`src/common/fpa_types_pkg.sv`:
```
package fpa_types_pkg;

	// mantissa and bus widths
	parameter int MANT_W = 40;
	parameter int WORD_W = 16;
	parameter int NIB_W = 4;
	parameter int SHCNT_W = 6;

	// normalize gives up one place short of the full mantissa
	parameter int NORM_MAX = MANT_W - 1;

	// bit 0 is the sign and the most significant bit
	typedef logic [0:MANT_W-1] mant_t;

	// host data word, bit 0 most significant
	typedef logic [0:WORD_W-1] word_t;

	// one ALU slice operand
	typedef logic [0:NIB_W-1] nib_t;

	// normalize shift count, plain binary
	typedef logic [SHCNT_W-1:0] shcnt_t;

endpackage

```
`src/common/fpa_ctl_pkg.sv`:
```
package fpa_ctl_pkg;

	// host opcodes
	// normalize is OP_SHL with w bit 0 set
	typedef enum logic [2:0] {
		OP_LD0 = 3'd0,
		OP_LD1 = 3'd1,
		OP_LD2 = 3'd2,
		OP_TC  = 3'd3,
		OP_ADD = 3'd4,
		OP_SUB = 3'd5,
		OP_SHL = 3'd6,
		OP_SHR = 3'd7
	} fpa_op_t;

	// ZP readback source
	typedef enum logic [1:0] {ZP_T0, ZP_T1, ZP_T2, ZP_FLAGS} zp_sel_t;

	// K bus source
	typedef enum logic [1:0] {K_SUM, K_W, K_ZERO} ksrc_t;

	// T update mode
	typedef enum logic [1:0] {T_HOLD, T_SHR, T_SHL, T_LOAD} tmode_t;

	typedef enum logic [1:0] {S_IDLE, S_EXEC, S_NORM, S_DONE} seq_state_t;

	// segment enables in T order (0-15, 16-31, 32-39)
	parameter logic [0:2] SEG_NONE = 3'b000;
	parameter logic [0:2] SEG_T0 = 3'b100;
	parameter logic [0:2] SEG_T1 = 3'b010;
	parameter logic [0:2] SEG_T2 = 3'b001;
	parameter logic [0:2] SEG_ALL = 3'b111;

	// slice select codes for A plus B and A minus B
	parameter logic [3:0] ALU_S_ADD = 4'b1001;
	parameter logic [3:0] ALU_S_SUB = 4'b0110;

endpackage

```
`src/fpa/alu181.sv`:
```
`timescale 1ns/1ps

module alu181 (
	input fpa_types_pkg::nib_t a,
	input fpa_types_pkg::nib_t b,
	input logic cin_n,
	input logic [3:0] s,
	output fpa_types_pkg::nib_t f,
	output logic g_n,
	output logic p_n,
	output logic cout_n
);
	import fpa_types_pkg::*;

	nib_t prop;
	nib_t gen;
	nib_t half;
	logic [0:4] cy;
	logic grp_g;

	// per-bit terms of the arithmetic mode, logic mode not modelled
	always_comb begin
		for (int i = 0; i < 4; i++) begin
			prop[i] = a[i] | (b[i] & s[0]) | (~b[i] & s[1]);
			gen[i] = (a[i] & ~b[i] & s[2]) | (a[i] & b[i] & s[3]);
		end
	end

	// gen implies prop so this is the half sum
	assign half = prop & ~gen;

	// carry enters at bit 3
	always_comb begin
		cy[4] = ~cin_n;
		for (int i = 3; i >= 0; i--) begin
			cy[i] = gen[i] | (prop[i] & cy[i + 1]);
		end
	end

	assign f = half ^ cy[1:4];

	// group generate for the look-ahead unit
	always_comb begin
		grp_g = 1'b0;
		for (int i = 3; i >= 0; i--) begin
			grp_g = gen[i] | (prop[i] & grp_g);
		end
	end

	assign g_n = ~grp_g;
	assign p_n = ~&prop;
	assign cout_n = ~cy[0];

endmodule

```
`src/fpa/carry182.sv`:
```
`timescale 1ns/1ps

module carry182 (
	input logic cin_n,
	input logic [3:0] g_n,
	input logic [3:0] p_n,
	output logic c1_n,
	output logic c2_n,
	output logic c3_n,
	output logic gg_n,
	output logic pg_n
);

	// index 0 is the least significant slice
	logic [3:0] g;
	logic [3:0] p;
	logic c0;

	assign g = ~g_n;
	assign p = ~p_n;
	assign c0 = ~cin_n;

	assign c1_n = ~(g[0] | (p[0] & c0));
	assign c2_n = ~(g[1] | (p[1] & g[0]) | (p[1] & p[0] & c0));
	assign c3_n = ~(g[2] | (p[2] & g[1]) | (p[2] & p[1] & g[0])
		| (p[2] & p[1] & p[0] & c0));

	// group terms chain into the next block up
	assign gg_n = ~(g[3] | (p[3] & g[2]) | (p[3] & p[2] & g[1])
		| (p[3] & p[2] & p[1] & g[0]));
	assign pg_n = ~&p;

endmodule

```
`src/fpa/fpa.sv`:
```
`timescale 1ns/1ps

module fpa #(
	parameter int MANT_W = fpa_types_pkg::MANT_W
) (
	input logic cclk,
	input logic rst_n,
	input fpa_types_pkg::word_t w,
	input logic [0:2] seg_en,
	input fpa_ctl_pkg::tmode_t t_mode,
	input fpa_ctl_pkg::ksrc_t k_src,
	input logic alu_sub,
	input logic c_load,
	input logic flag_en,
	input fpa_ctl_pkg::zp_sel_t zp_sel,
	input fpa_types_pkg::shcnt_t norm_cnt,
	output fpa_types_pkg::word_t zp,
	output logic t0_t1,
	output logic t_zero
);
	import fpa_types_pkg::*;
	import fpa_ctl_pkg::*;

	localparam int NSLICE = MANT_W / 4;
	localparam int NBLK = MANT_W / 16;
	// slices under look-ahead, the rest ripple below them
	localparam int NLA = 4 * NBLK;

	mant_t t;
	mant_t t_next;
	mant_t c;
	mant_t k;
	mant_t sum;

	logic [3:0] alu_s;
	logic [0:NSLICE-1] slc_cin_n;
	logic [0:NSLICE-1] slc_g_n;
	logic [0:NSLICE-1] slc_p_n;
	logic [0:NSLICE-1] slc_cout_n;
	logic [0:NBLK] blk_cy_n;
	logic [0:NBLK-1] blk_gg_n;
	logic [0:NBLK-1] blk_pg_n;

	logic z_f;
	logic n_f;
	logic v_f;
	logic c_f;
	logic opnd_sign;

	// K bus
	always_comb begin
		k = '0;
		unique case (k_src)
			K_SUM: k = sum;
			K_W: k = {w, w, w[0:7]};
			K_ZERO: k = '0;
		endcase
	end

	// right shift keeps the sign in bit 0
	always_comb begin
		unique case (t_mode)
			T_HOLD: t_next = t;
			T_SHR: t_next = {t[0], t[0:MANT_W-2]};
			T_SHL: t_next = {t[1:MANT_W-1], 1'b0};
			T_LOAD: t_next = k;
		endcase
	end

	always_ff @(posedge cclk or negedge rst_n) begin
		if (!rst_n) begin
			t <= '0;
		end else begin
			if (seg_en[0])
				t[0:15] <= t_next[0:15];
			if (seg_en[1])
				t[16:31] <= t_next[16:31];
			if (seg_en[2])
				t[32:MANT_W-1] <= t_next[32:MANT_W-1];
		end
	end

	always_ff @(posedge cclk or negedge rst_n) begin
		if (!rst_n)
			c <= '0;
		else if (c_load)
			c <= t;
	end

	// adder
	assign alu_s = alu_sub ? ALU_S_SUB : ALU_S_ADD;
	// subtract is A minus B minus 1 plus carry
	assign slc_cin_n[NSLICE-1] = ~alu_sub;

	generate
		for (genvar i = 0; i < NSLICE; i++) begin : g_slice
			alu181 alu181_inst (
				.a(t[4*i +: 4]),
				.b(c[4*i +: 4]),
				.cin_n(slc_cin_n[i]),
				.s(alu_s),
				.f(sum[4*i +: 4]),
				.g_n(slc_g_n[i]),
				.p_n(slc_p_n[i]),
				.cout_n(slc_cout_n[i])
			);
		end

		// low byte ripples
		for (genvar i = NLA; i < NSLICE - 1; i++) begin : g_ripple
			assign slc_cin_n[i] = slc_cout_n[i + 1];
		end

		// 16-bit blocks, block 0 holds the sign
		for (genvar b = 0; b < NBLK; b++) begin : g_block
			carry182 carry182_inst (
				.cin_n(blk_cy_n[b + 1]),
				.g_n(slc_g_n[4*b +: 4]),
				.p_n(slc_p_n[4*b +: 4]),
				.c1_n(slc_cin_n[4*b + 2]),
				.c2_n(slc_cin_n[4*b + 1]),
				.c3_n(slc_cin_n[4*b]),
				.gg_n(blk_gg_n[b]),
				.pg_n(blk_pg_n[b])
			);
			assign slc_cin_n[4*b + 3] = blk_cy_n[b + 1];
			assign blk_cy_n[b] = blk_gg_n[b] & (blk_pg_n[b] | blk_cy_n[b + 1]);
		end
	endgenerate

	assign blk_cy_n[NBLK] = slc_cout_n[NLA];

	// sign of the second operand as seen by the adder
	assign opnd_sign = c[0] ^ alu_sub;

	always_ff @(posedge cclk or negedge rst_n) begin
		if (!rst_n) begin
			z_f <= 1'b0;
			n_f <= 1'b0;
			v_f <= 1'b0;
			c_f <= 1'b0;
		end else if (flag_en) begin
			z_f <= ~|sum;
			n_f <= sum[0];
			v_f <= (t[0] == opnd_sign) && (sum[0] != t[0]);
			c_f <= ~blk_cy_n[0];
		end
	end

	// ZP readback
	always_comb begin
		unique case (zp_sel)
			ZP_T0: zp = t[0:15];
			ZP_T1: zp = t[16:31];
			ZP_T2: zp = {t[32:MANT_W-1], 8'h00};
			ZP_FLAGS: zp = {z_f, n_f, v_f, c_f, 6'b000000, norm_cnt};
		endcase
	end

	assign t0_t1 = t[0] ^ t[1];
	assign t_zero = ~|t;

	// sum written to T while C captures the old T is never issued
	assert property (@(posedge cclk) disable iff (!rst_n)
		!(c_load && |seg_en && t_mode == T_LOAD && k_src == K_SUM));

	assert property (@(posedge cclk) disable iff (!rst_n)
		norm_cnt <= shcnt_t'(NORM_MAX));

	// look-ahead carry out of bit 0 agrees with the top slice
	assert property (@(posedge cclk) disable iff (!rst_n)
		slc_cout_n[0] == blk_cy_n[0]);

endmodule

```
`src/source/fpa_seq.sv`:
```
`timescale 1ns/1ps

module fpa_seq (
	input logic cclk,
	input logic rst_n,
	input logic start,
	input fpa_ctl_pkg::fpa_op_t op,
	input logic norm_req,
	input logic t0_t1,
	input logic t_zero,
	output logic busy,
	output logic done,
	output logic [0:2] seg_en,
	output fpa_ctl_pkg::tmode_t t_mode,
	output fpa_ctl_pkg::ksrc_t k_src,
	output logic alu_sub,
	output logic c_load,
	output logic flag_en,
	output fpa_types_pkg::shcnt_t norm_cnt
);
	import fpa_types_pkg::*;
	import fpa_ctl_pkg::*;

	seq_state_t state;
	seq_state_t state_nx;
	fpa_op_t op_q;
	logic accept;
	logic norm_start;
	logic norm_stop;

	assign busy = (state == S_EXEC) || (state == S_NORM);
	assign done = (state == S_DONE);

	// start can follow done directly
	assign accept = start && !busy;
	assign norm_start = accept && (op == OP_SHL) && norm_req;
	assign norm_stop = t0_t1 || t_zero || (norm_cnt == shcnt_t'(NORM_MAX));

	always_comb begin
		state_nx = state;
		unique case (state)
			S_IDLE, S_DONE: begin
				if (norm_start)
					state_nx = S_NORM;
				else if (accept)
					state_nx = S_EXEC;
				else
					state_nx = S_IDLE;
			end
			S_EXEC: state_nx = S_DONE;
			S_NORM: begin
				if (norm_stop)
					state_nx = S_DONE;
			end
		endcase
	end

	always_ff @(posedge cclk or negedge rst_n) begin
		if (!rst_n) begin
			state <= S_IDLE;
			op_q <= OP_LD0;
		end else begin
			state <= state_nx;
			if (accept)
				op_q <= op;
		end
	end

	// one count per left shift
	always_ff @(posedge cclk or negedge rst_n) begin
		if (!rst_n)
			norm_cnt <= '0;
		else if (norm_start)
			norm_cnt <= '0;
		else if (state == S_NORM && !norm_stop)
			norm_cnt <= norm_cnt + shcnt_t'(1);
	end

	// datapath strobes
	always_comb begin
		seg_en = SEG_NONE;
		t_mode = T_HOLD;
		k_src = K_ZERO;
		alu_sub = 1'b0;
		c_load = 1'b0;
		flag_en = 1'b0;
		if (state == S_EXEC) begin
			unique case (op_q)
				OP_LD0: begin
					seg_en = SEG_T0;
					t_mode = T_LOAD;
					k_src = K_W;
				end
				OP_LD1: begin
					seg_en = SEG_T1;
					t_mode = T_LOAD;
					k_src = K_W;
				end
				OP_LD2: begin
					seg_en = SEG_T2;
					t_mode = T_LOAD;
					k_src = K_W;
				end
				OP_TC: c_load = 1'b1;
				OP_ADD, OP_SUB: begin
					seg_en = SEG_ALL;
					t_mode = T_LOAD;
					k_src = K_SUM;
					alu_sub = (op_q == OP_SUB);
					flag_en = 1'b1;
				end
				OP_SHL: begin
					seg_en = SEG_ALL;
					t_mode = T_SHL;
				end
				OP_SHR: begin
					seg_en = SEG_ALL;
					t_mode = T_SHR;
				end
			endcase
		end else if (state == S_NORM && !norm_stop) begin
			seg_en = SEG_ALL;
			t_mode = T_SHL;
		end
	end

	assert property (@(posedge cclk) disable iff (!rst_n) done |=> !done);

endmodule

```
`src/source/fpa_top.sv`:
```
`timescale 1ns/1ps

module fpa_top #(
	parameter int MANT_W = fpa_types_pkg::MANT_W
) (
	input logic cclk,
	input logic rst_n,
	input logic start,
	input fpa_ctl_pkg::fpa_op_t op,
	input fpa_types_pkg::word_t w,
	input fpa_ctl_pkg::zp_sel_t zp_sel,
	output fpa_types_pkg::word_t zp,
	output logic busy,
	output logic done
);
	import fpa_types_pkg::*;
	import fpa_ctl_pkg::*;

	logic [0:2] seg_en;
	tmode_t t_mode;
	ksrc_t k_src;
	logic alu_sub;
	logic c_load;
	logic flag_en;
	logic t0_t1;
	logic t_zero;
	shcnt_t norm_cnt;

	// w bit 0 turns OP_SHL into normalize
	fpa_seq fpa_seq_inst (
		.cclk(cclk),
		.rst_n(rst_n),
		.start(start),
		.op(op),
		.norm_req(w[0]),
		.t0_t1(t0_t1),
		.t_zero(t_zero),
		.busy(busy),
		.done(done),
		.seg_en(seg_en),
		.t_mode(t_mode),
		.k_src(k_src),
		.alu_sub(alu_sub),
		.c_load(c_load),
		.flag_en(flag_en),
		.norm_cnt(norm_cnt)
	);

	fpa #(
		.MANT_W(MANT_W)
	) fpa_inst (
		.cclk(cclk),
		.rst_n(rst_n),
		.w(w),
		.seg_en(seg_en),
		.t_mode(t_mode),
		.k_src(k_src),
		.alu_sub(alu_sub),
		.c_load(c_load),
		.flag_en(flag_en),
		.zp_sel(zp_sel),
		.norm_cnt(norm_cnt),
		.zp(zp),
		.t0_t1(t0_t1),
		.t_zero(t_zero)
	);

endmodule

```
`config.mk`:
```
export PLATFORM = sky130hd
export DESIGN_NAME = fpa_top
export DESIGN_NICKNAME = d
export VERILOG_FILES = /design/src/common/fpa_types_pkg.sv /design/src/common/fpa_ctl_pkg.sv /design/src/fpa/alu181.sv /design/src/fpa/carry182.sv /design/src/fpa/fpa.sv /design/src/source/fpa_seq.sv /design/src/source/fpa_top.sv
export SDC_FILE = /design/constraint.sdc
export NUM_CORES = 1
export LEC_CHECK = 0
export ABC_AREA = 1
export BUFFER_PORTS_ARGS = -buffer_cell sky130_fd_sc_hd__buf_4
export CAP_MARGIN = 0
export CORE_UTILIZATION = 30
export CTS_CLUSTER_SIZE = 14
export DETAILED_ROUTE_END_ITERATION = 16
export GPL_TIMING_DRIVEN = 0
export SYNTH_ARGS = -nofsm -noshare
export SYNTH_HDL_FRONTEND = slang
export SYNTH_SLANG_ARGS = --single-unit
```
`constraint.sdc`:
```
create_clock -name cclk -period 2.85 [get_ports cclk]
set_input_delay 0.57 -clock cclk [delete_from_list [all_inputs] [get_ports cclk]]
set_output_delay 0.57 -clock cclk [all_outputs]
set_load 0.01 [all_outputs]
```
==> metrics.md, run 1 <==
| Metric | Value |
|---|---|
| Status | `complete, but fails checks` |
| Failing checks | `setup timing` |
| Slowest stage delay, CP | `approximately 0.4 ns` |
| Mux contribution to synthesized area | `0` |
| Starting DRT DRC Count | `approximately 850` |
| Vias per std cell | `about 5.5` |
| Synth cell types | `43` |
| Total of max-cap violations | `0` |
| Hold Vio Cnt, Final | `0` |
| Slowest stage cell, crit path | `dfrtp_1` |
| Worst Max-Slew Pin Slew | `0.790 ns` |
| CTS clk-pin slew, worst paths | `approximately 0.080 ns` |
| Vias in the first global route | `7660` |
| Post-Synthesis Cells | `between 1000 and 1500` |
| Io pins | `between 40 and 50` |
| M3 GR Usage | `0.0480` |
| Max_slew headroom | `0.469` |
| Reg-to-reg startpoint | `fpa_seq_inst.state[1]$_DFFE_PN0P_` |
| Clock tree buffer depth | `2` |
| Skew final | `roughly 0.011 ns` |
| Critical Path RT | `3.16 ns` |
| CP endpoint kind | `flip-flop` |
| Syn Area/Cell | `roughly 6.7 µm²` |
| Clk sinks | `95` |
| Ys Warns | `0` |
| Period utilization | `1.15` |
| Detailed placement HPWL | `20900 µm` |
| Final global-route overflow total | `0` |
| GPL Wtd Cong | `0.960` |
| Area grow syn2layout | `25.7%` |
| Final #Nets | `about 1200` |
| Number of routed nets with antenna violations | `0` |
| Die area | `approximately 26000 µm²` |
| Reg2reg end | `fpa_inst.z_f$_DFFE_PN0P_` |
| Seq cells post-synth | `95` |
| H-tree depth | `3` |
| Synth Area in XOR/XNOR | `0.0347` |
| Met2 Resource Use GR | `0.341` |
| CTS tree | `yes` |
| CP most frequent cell | `nand2_2` |
| Minimum clock period | `approximately 3.3 ns` |
| Synth Area in Simple Gates | `0.353` |
| Ordered list of cells on the worst path | `inv_2, ha_4, nand4_4, buf_12, buf_12, or2_1, nand3_2, nand2_1, inv_2, nand3_4, nor2_1, a21oi_4, nand2_4, nand3_4, nand3_2, nand2_2, nand2_2, nand3b_1, nand2_2, nand3_1, nor2_1, nand3_1, nand2_1` |
| Mapped cell area | `7580 µm²` |
| Crit path kind | `flip-flop to flip-flop` |
| Core area | `about 25000 µm²` |
| Hold path depth | `3` |
| GRT Overall Usage | `0.219` |
| Post-Synth Adder-Cell Area | `0.0132` |
| GRT busiest layer | `met2` |
| DRC Markers | `0` |
| R2R cell count | `23` |
| First-pass GRT wire length | `~44000 µm` |
| Die width | `161 µm` |
| Compound-gate portion of the synthesized area | `0.189` |
| Worst Path Buf+Inv | `4` |
| CP arrival | `3.59 ns` |
| Root Buffer | `clkbuf_16` |
| Commonest non-fill, non-tap cell in the layout | `nand2_1` |
| Syn_nets | `roughly 1200` |
| Area after DPL | `8290 µm²` |
| CP startpoint kind | `flip-flop` |
| CP Max Fanout | `7` |
| Min-delay src | `op[0]` |
| R2R setup slack | `-0.43 ns` |
| Port bufs | `41` |
| Initial antenna violation count | `0` |
| Seq/Total Area, Yosys | `0.314` |
| Later-pin clock latency in the skew report | `~0.37 ns` |
| Starting density of the core | `0.309` |
| Most frequent cells in the layout | `nand2_1 (325), inv_1 (123), dfrtp_1 (92), nor2_1 (72), o21ai_0 (70)` |
| Share of cells above drive strength 1 | `0.215` |
| Wire per inst | `between 15 and 20 µm` |
| Pin count of the biggest net entering global routing | `96` |
| Met1 usage | `0.297` |
| Number of diodes | `0` |
| Die span in y | `between 150 and 200 µm` |
| Hold WC Path Type | `input port to flip-flop` |
| Core Rows | `between 50 and 60` |
| Total wire length | `between 20000 and 30000 µm` |
| Cell area after layout | `about 9500 µm²` |
| RSZ-0062 raised after global routing | `true` |
| Via count | `around 8400` |
| # setup viols final | `34` |
| Setup ws final | `-0.429 ns` |
| Slew Viols, Final | `0` |
| Worst path top cell family by delay | `simple AND/OR/NAND/NOR gates` |
| Hold Crit Endpoint | `fpa_seq_inst.op_q[0]$_DFFE_PN0P_` |
| Clock buffer count from CTS | `9` |
| Largest family of logic cells by synthesized area | `simple AND/OR/NAND/NOR gates` |
| Max Fclk | `approximately 0.30 GHz` |
| DP Worst Slack | `-0.811 ns` |
| DRT Pass-1 Iters | `6` |
worst min-delay path: stages:
cell and delay (ns):
buf_4 0.09, nand2_1 0.04, o21ai_0 0.07
worst max path at each step:
| stage | startpoint | cells past startpoint | slack, ns | end |
|---|---|---|---|---|
| after floorplan | fpa_seq_inst.state[1]$_DFFE_PN0P_ | 24 | 0.04 | fpa_inst.v_f$_DFFE_PN0P_ |
| after detailed placement | fpa_seq_inst.state[1]$_DFFE_PN0P_ | 25 | -0.81 | fpa_inst.z_f$_DFFE_PN0P_ |
| after CTS | fpa_seq_inst.state[1]$_DFFE_PN0P_ | 26 | -0.35 | fpa_inst.z_f$_DFFE_PN0P_ |
| final | fpa_seq_inst.state[1]$_DFFE_PN0P_ | 23 | -0.43 | fpa_inst.z_f$_DFFE_PN0P_ |
| after global placement | fpa_seq_inst.state[1]$_DFFE_PN0P_ | 25 | -0.82 | fpa_inst.z_f$_DFFE_PN0P_ |
| after global routing | fpa_seq_inst.state[1]$_DFFE_PN0P_ | 24 | -0.67 | fpa_inst.z_f$_DFFE_PN0P_ |
synthesized netlist by cell type (all sizes together):
library cell    n  area (µm²)
a21boi          1        7.51
inv           138         518
nand4          14         103
o21ai          85         433
nand2         361        1380
xor2            5        51.3
o211ai          1        7.51
dfrtp          95        2380
a21oi          40         219
or2            21         131
clkinv          1        3.75
nor3b           1        7.51
nand3          93         556
clkbuf         30         113
nand3b          7        52.6
nor3            8        60.1
ha              8         100
o2111ai         1        8.76
a221oi         40         350
a22oi          39         293
xnor2          22         211
buf            12        95.1
a31oi           1        6.26
o21bai          1        11.3
nor2           84         325
o22ai           2        12.5
nor4           10        62.6
o221ai         10        87.6
repair_timing:
action | CTS | global route
pin swaps | 30 | 28
gates resized for setup | 101 | 70
endpoints found under the hold margin | 0 | 7
hold buffers | 0 | 1
buffers inserted | 19 | 5
cloned | 3 | 1
endpoints found under the setup margin | 44 | 44
sequential cells by signal (all words and copies together) (netlist names), 2 cells and up:
| signal | flops |
|---|---|
| fpa_inst.t | 40 |
| fpa_seq_inst.norm_cnt | 6 |
| fpa_inst.c | 40 |
| fpa_seq_inst.state | 2 |
| fpa_seq_inst.op_q | 3 |
per-layer routing:
layer	vias up	share of wire
met2	417	0.45
met3	81	0.086
met1	3961	0.43
met4	0	0.038
li1	3958	-
met5	-	0
metrics by stage:
stage / hold slack, ns / std cells / TNS (ns) / util
floorplan: 0.274 / 1131 / 0 / -
global placement: 0.480 / 1496 / -21.94 / 0.338
detailed placement: 0.484 / 1496 / -21.03 / 0.338
CTS: 0.440 / 1533 / -7.53 / 0.375
global route: 0.455 / 1539 / -15.41 / 0.388
finish: 0.440 / 1539 / -6.67 / 0.388
cell families (layout without fill, tap and decap cells):
group,after synthesis,count (layout)
XOR/XNOR,27,27
buffers and inverters,181,264
AO/OA/AOI/OAI,221,221
adder cells (fa/ha/maj),8,8
flip-flops,95,95
AND/OR/NAND/NOR,599,600
final cells by class:
| class | instances | area (µm²) |
|---|---|---|
| multi-input combinational | 856 | 5040 |
| inverter | 139 | 523 |
| clock buffer | 9 | 225 |
| tap | 324 | 405 |
| sequential | 95 | 2380 |
| clock inverter | 6 | 70.1 |
| timing repair buffer | 70 | 622 |
| buffer | 40 | 259 |
| fill | 2596 | 15000 |
Power of run 1 is left out: the tool's default activity adds up to more than one toggle a clock period on the data nets, which glitch-free logic cannot reach.
==> inputs of run 2 (changes only) <==
--- a/config.mk
+++ b/config.mk
@@ -5,7 +5,6 @@
 export SDC_FILE = /design/constraint.sdc
 export NUM_CORES = 1
 export LEC_CHECK = 0
-export ABC_AREA = 1
 export BUFFER_PORTS_ARGS = -buffer_cell sky130_fd_sc_hd__buf_4
 export CAP_MARGIN = 0
 export CORE_UTILIZATION = 30
==> run 2 against run 1 <==
The flow still finishes with violations (setup timing); clock skew shrank 0.00087 ns; first-iteration DRC count up 65%; register-to-register slack got worse by 1.3 ns; sequential cell count unchanged; critical path depth is 2 lower; clock-buffer cell count stayed put; final cell count is 21% higher; synthesized area rose by 29%; die area grew 29%; non-clock buffer count rose by 174; worst setup slack got worse by 1.3 ns; fmax fell by 29%; largest cell class unchanged.
==> metrics.md, run 2 <==
| Metric | Value |
|---|---|
| Reg-to-reg startpoint | `fpa_seq_inst.state[1]$_DFFE_PN0P_` |
| Syn_nets | `between 1000 and 1500` |
| Detailed placement HPWL | `a little under 30000 µm` |
| # setup viols final | `43` |
| Critical Path End | `fpa_inst.z_f$_DFFE_PN0P_` |
| Share of cells above drive strength 1 | `0.371` |
| Mapped cell area | `between 9000 and 10000 µm²` |
| Pin count of the biggest net entering global routing | `96` |
| WHS | `approximately 0.44 ns` |
| Hold WC Path Type | `input port to flip-flop` |
| Final global-route overflow total | `0` |
| Number of flops mapped to enable cells by yosys | `0` |
| DRC Markers | `0` |
| Post-synth top area cell | `dfrtp_1` |
| Max_slew headroom | `0.329` |
| Most frequent cells in the layout | `nand2_1 (121), buf_4 (119), dfrtp_1 (91), nor2_1 (83), clkbuf_1 (60)` |
| GRT busiest layer | `met2` |
| Met1 usage | `0.335` |
| Starting DRT DRC Count | `~1400` |
| DRT Pass-1 Iters | `5` |
| CTS clk-pin slew, worst paths | `0.08 ns` |
| Later-pin clock latency in the skew report | `about 0.37 ns` |
| Synth cell types | `89` |
| Core area | `31900 µm²` |
| CTS tree | `yes` |
| Io pins | `42` |
| Clock tree buffer depth | `2` |
| GPL Wtd Cong | `around 1` |
| H-tree depth | `3` |
| Die span in y | `between 150 and 200 µm` |
| Area grow syn2layout | `45.5%` |
| Skew final | `around 0.011 ns` |
| Crit path kind | `flip-flop to flip-flop` |
| Min-delay src | `op[0]` |
| Failing checks | `setup timing` |
| Largest regs | `fpa_inst.c x40, fpa_inst.t x40, fpa_seq_inst.norm_cnt x6` |
| Via count | `between 10000 and 15000` |
| Met2 Resource Use GR | `0.397` |
| Predominant post-synthesis flop cell | `dfrtp_1` |
| Minimum clock period | `around 4.6 ns` |
| Clock buffer count from CTS | `9` |
| Slew Viols, Final | `0` |
| Total wire length | `roughly 43000 µm` |
| Max Fclk | `about 0.22 GHz` |
| CP endpoint kind | `flip-flop` |
| R2R setup slack | `-1.74 ns` |
| Commonest non-fill, non-tap cell in the layout | `nand2_1` |
| RSZ-0062 raised after global routing | `true` |
| Number of routed nets with antenna violations | `0` |
| Syn Area/Cell | `7.77 µm²` |
| Seq cells post-synth | `95` |
| Number of diodes | `0` |
| Die area | `33400 µm²` |
| Share of Yosys cell area claimed by the top area cell type | `0.243` |
| CP arrival | `about 4.9 ns` |
| CP Max Fanout | `6` |
| Ys Warns | `0` |
| Worst Max-Slew Pin Slew | `between 1 and 1.5 ns` |
| Final #Nets | `about 1500` |
| Post-synthesis async set-or-reset flop share | `1.00` |
| Critical Path RT | `3.12 ns` |
| Status | `complete, but fails checks` |
| Period utilization | `1.61` |
| DP Worst Slack | `-2.15 ns` |
| M3 GR Usage | `0.0379` |
| Top cells by area, synth | `dfrtp_1 (24%), xnor2_1 (8.6%), nand2_1 (4.9%)` |
| Root Buffer | `clkbuf_16` |
| First-pass GRT wire length | `between 60000 and 70000 µm` |
| Vias in the first global route | `between 10000 and 15000` |
| Setup ws final | `-1.74 ns` |
| Die width | `183 µm` |
| CP startpoint kind | `flip-flop` |
| R2R cell count | `21` |
| Port bufs | `39` |
| Vias per std cell | `a little under 6` |
| Count leader, synth | `nand2_1` |
| Reg2reg end | `fpa_inst.z_f$_DFFE_PN0P_` |
| GRT Overall Usage | `0.252` |
| Hold Vio Cnt, Final | `0` |
| Clk sinks | `between 90 and 100` |
| Commonest cells in the netlist | `nand2_1 (129), clkbuf_1 (111), nor2_1 (100)` |
| Starting density of the core | `0.307` |
| Core Rows | `65` |
| Wire per inst | `23.2 µm` |
| Post-Synthesis Cells | `between 1000 and 1500` |
| Seq/Total Area, Yosys | `0.243` |
| CP startpoint | `fpa_seq_inst.state[1]$_DFFE_PN0P_` |
| Initial antenna violation count | `1` |
| Total of max-cap violations | `0` |
==> run 2: timing repair <==
| item | 4_1_cts | 5_1_grt |
|---|---|---|
| gates resized for setup | 357 | 143 |
| hold endpoints to repair | 0 | 4 |
| gates cloned | 4 | 0 |
| endpoints found under the setup margin | 62 | 61 |
| pin swaps | 102 | 95 |
| hold buffers | 0 | 1 |
| buffers inserted | 90 | 28 |
==> run 2: cell type report <==
cell class                 count  area (µm²)
clock buffer                   9         225
fill                        3058       17600
inverter                      30         131
multi-input combinational   1003        8490
clock inverter                 7        80.1
timing repair buffer         158        1460
sequential                    95        2380
tap                          435         544
buffer                       126         950
==> run 2: critical path: stages (launching register included) <==
cell and delay [ns]:
dfrtp_1 0.39, inv_2 0.08, ha_4 0.16, nand4b_4 0.15
buf_12 0.20, buf_6 0.12, buf_6 0.11, xnor2_4 0.19
nor2_2 0.08, nor4_4 0.43, o211a_4 0.28, o211a_4 0.20
or3_4 0.14, buf_8 0.13, buf_6 0.11, a21oi_4 0.07
a2111oi_4 0.50, mux2i_1 0.16, mux2_4 0.30, xnor2_2 0.17
or2_4 0.28, o31ai_4 0.23
==> run 2: worst min-delay path by stage <==
stage / end / slack, ns / depth (start not counted)
3_5_place_dp: fpa_inst.c[11]$_DFFE_PN0P_ / 0.52 / 1
5_1_grt: fpa_seq_inst.op_q[0]$_DFFE_PN0P_ / 0.45 / 2
4_1_cts: fpa_seq_inst.op_q[0]$_DFFE_PN0P_ / 0.44 / 2
3_3_place_gp: fpa_inst.c[11]$_DFFE_PN0P_ / 0.51 / 1
2_1_floorplan: fpa_inst.c[0]$_DFFE_PN0P_ / 0.27 / 0
6_report: fpa_seq_inst.op_q[0]$_DFFE_PN0P_ / 0.44 / 2
==> run 2: logic make-up after synthesis <==
| family | synth area share |
|---|---|
| buffers and inverters | 0.0709 |
| flip-flops | 0.243 |
| AO/OA/AOI/OAI | 0.235 |
| multiplexers | 0.0839 |
| AND/OR/NAND/NOR | 0.229 |
| XOR/XNOR | 0.120 |
| adder cells (fa/ha/maj) | 0.0185 |
==> run 2: stage by stage <==
| step | setup TNS [ns] | cell area, µm² | std cells | util |
|---|---|---|---|---|
| final | -41.86 | 14300 | 1863 | 0.447 |
| after global routing | -46.63 | 14300 | 1863 | 0.447 |
| after CTS | -37.49 | 13500 | 1840 | 0.423 |
| after detailed placement | -68.00 | 10800 | 1734 | 0.339 |
| after global placement | -68.22 | 10800 | 1734 | 0.339 |
| after floorplan | -20.12 | 9970 | 1260 | - |
==> run 2: metal layers <==
layer | up-vias | wire (µm)
li1 | 4877 | -
met1 | 5392 | 17600
met2 | 626 | 19400
met3 | 149 | 3700
met4 | 2 | 2460
met5 | - | 12
Power of run 2 is left out for the same reason.
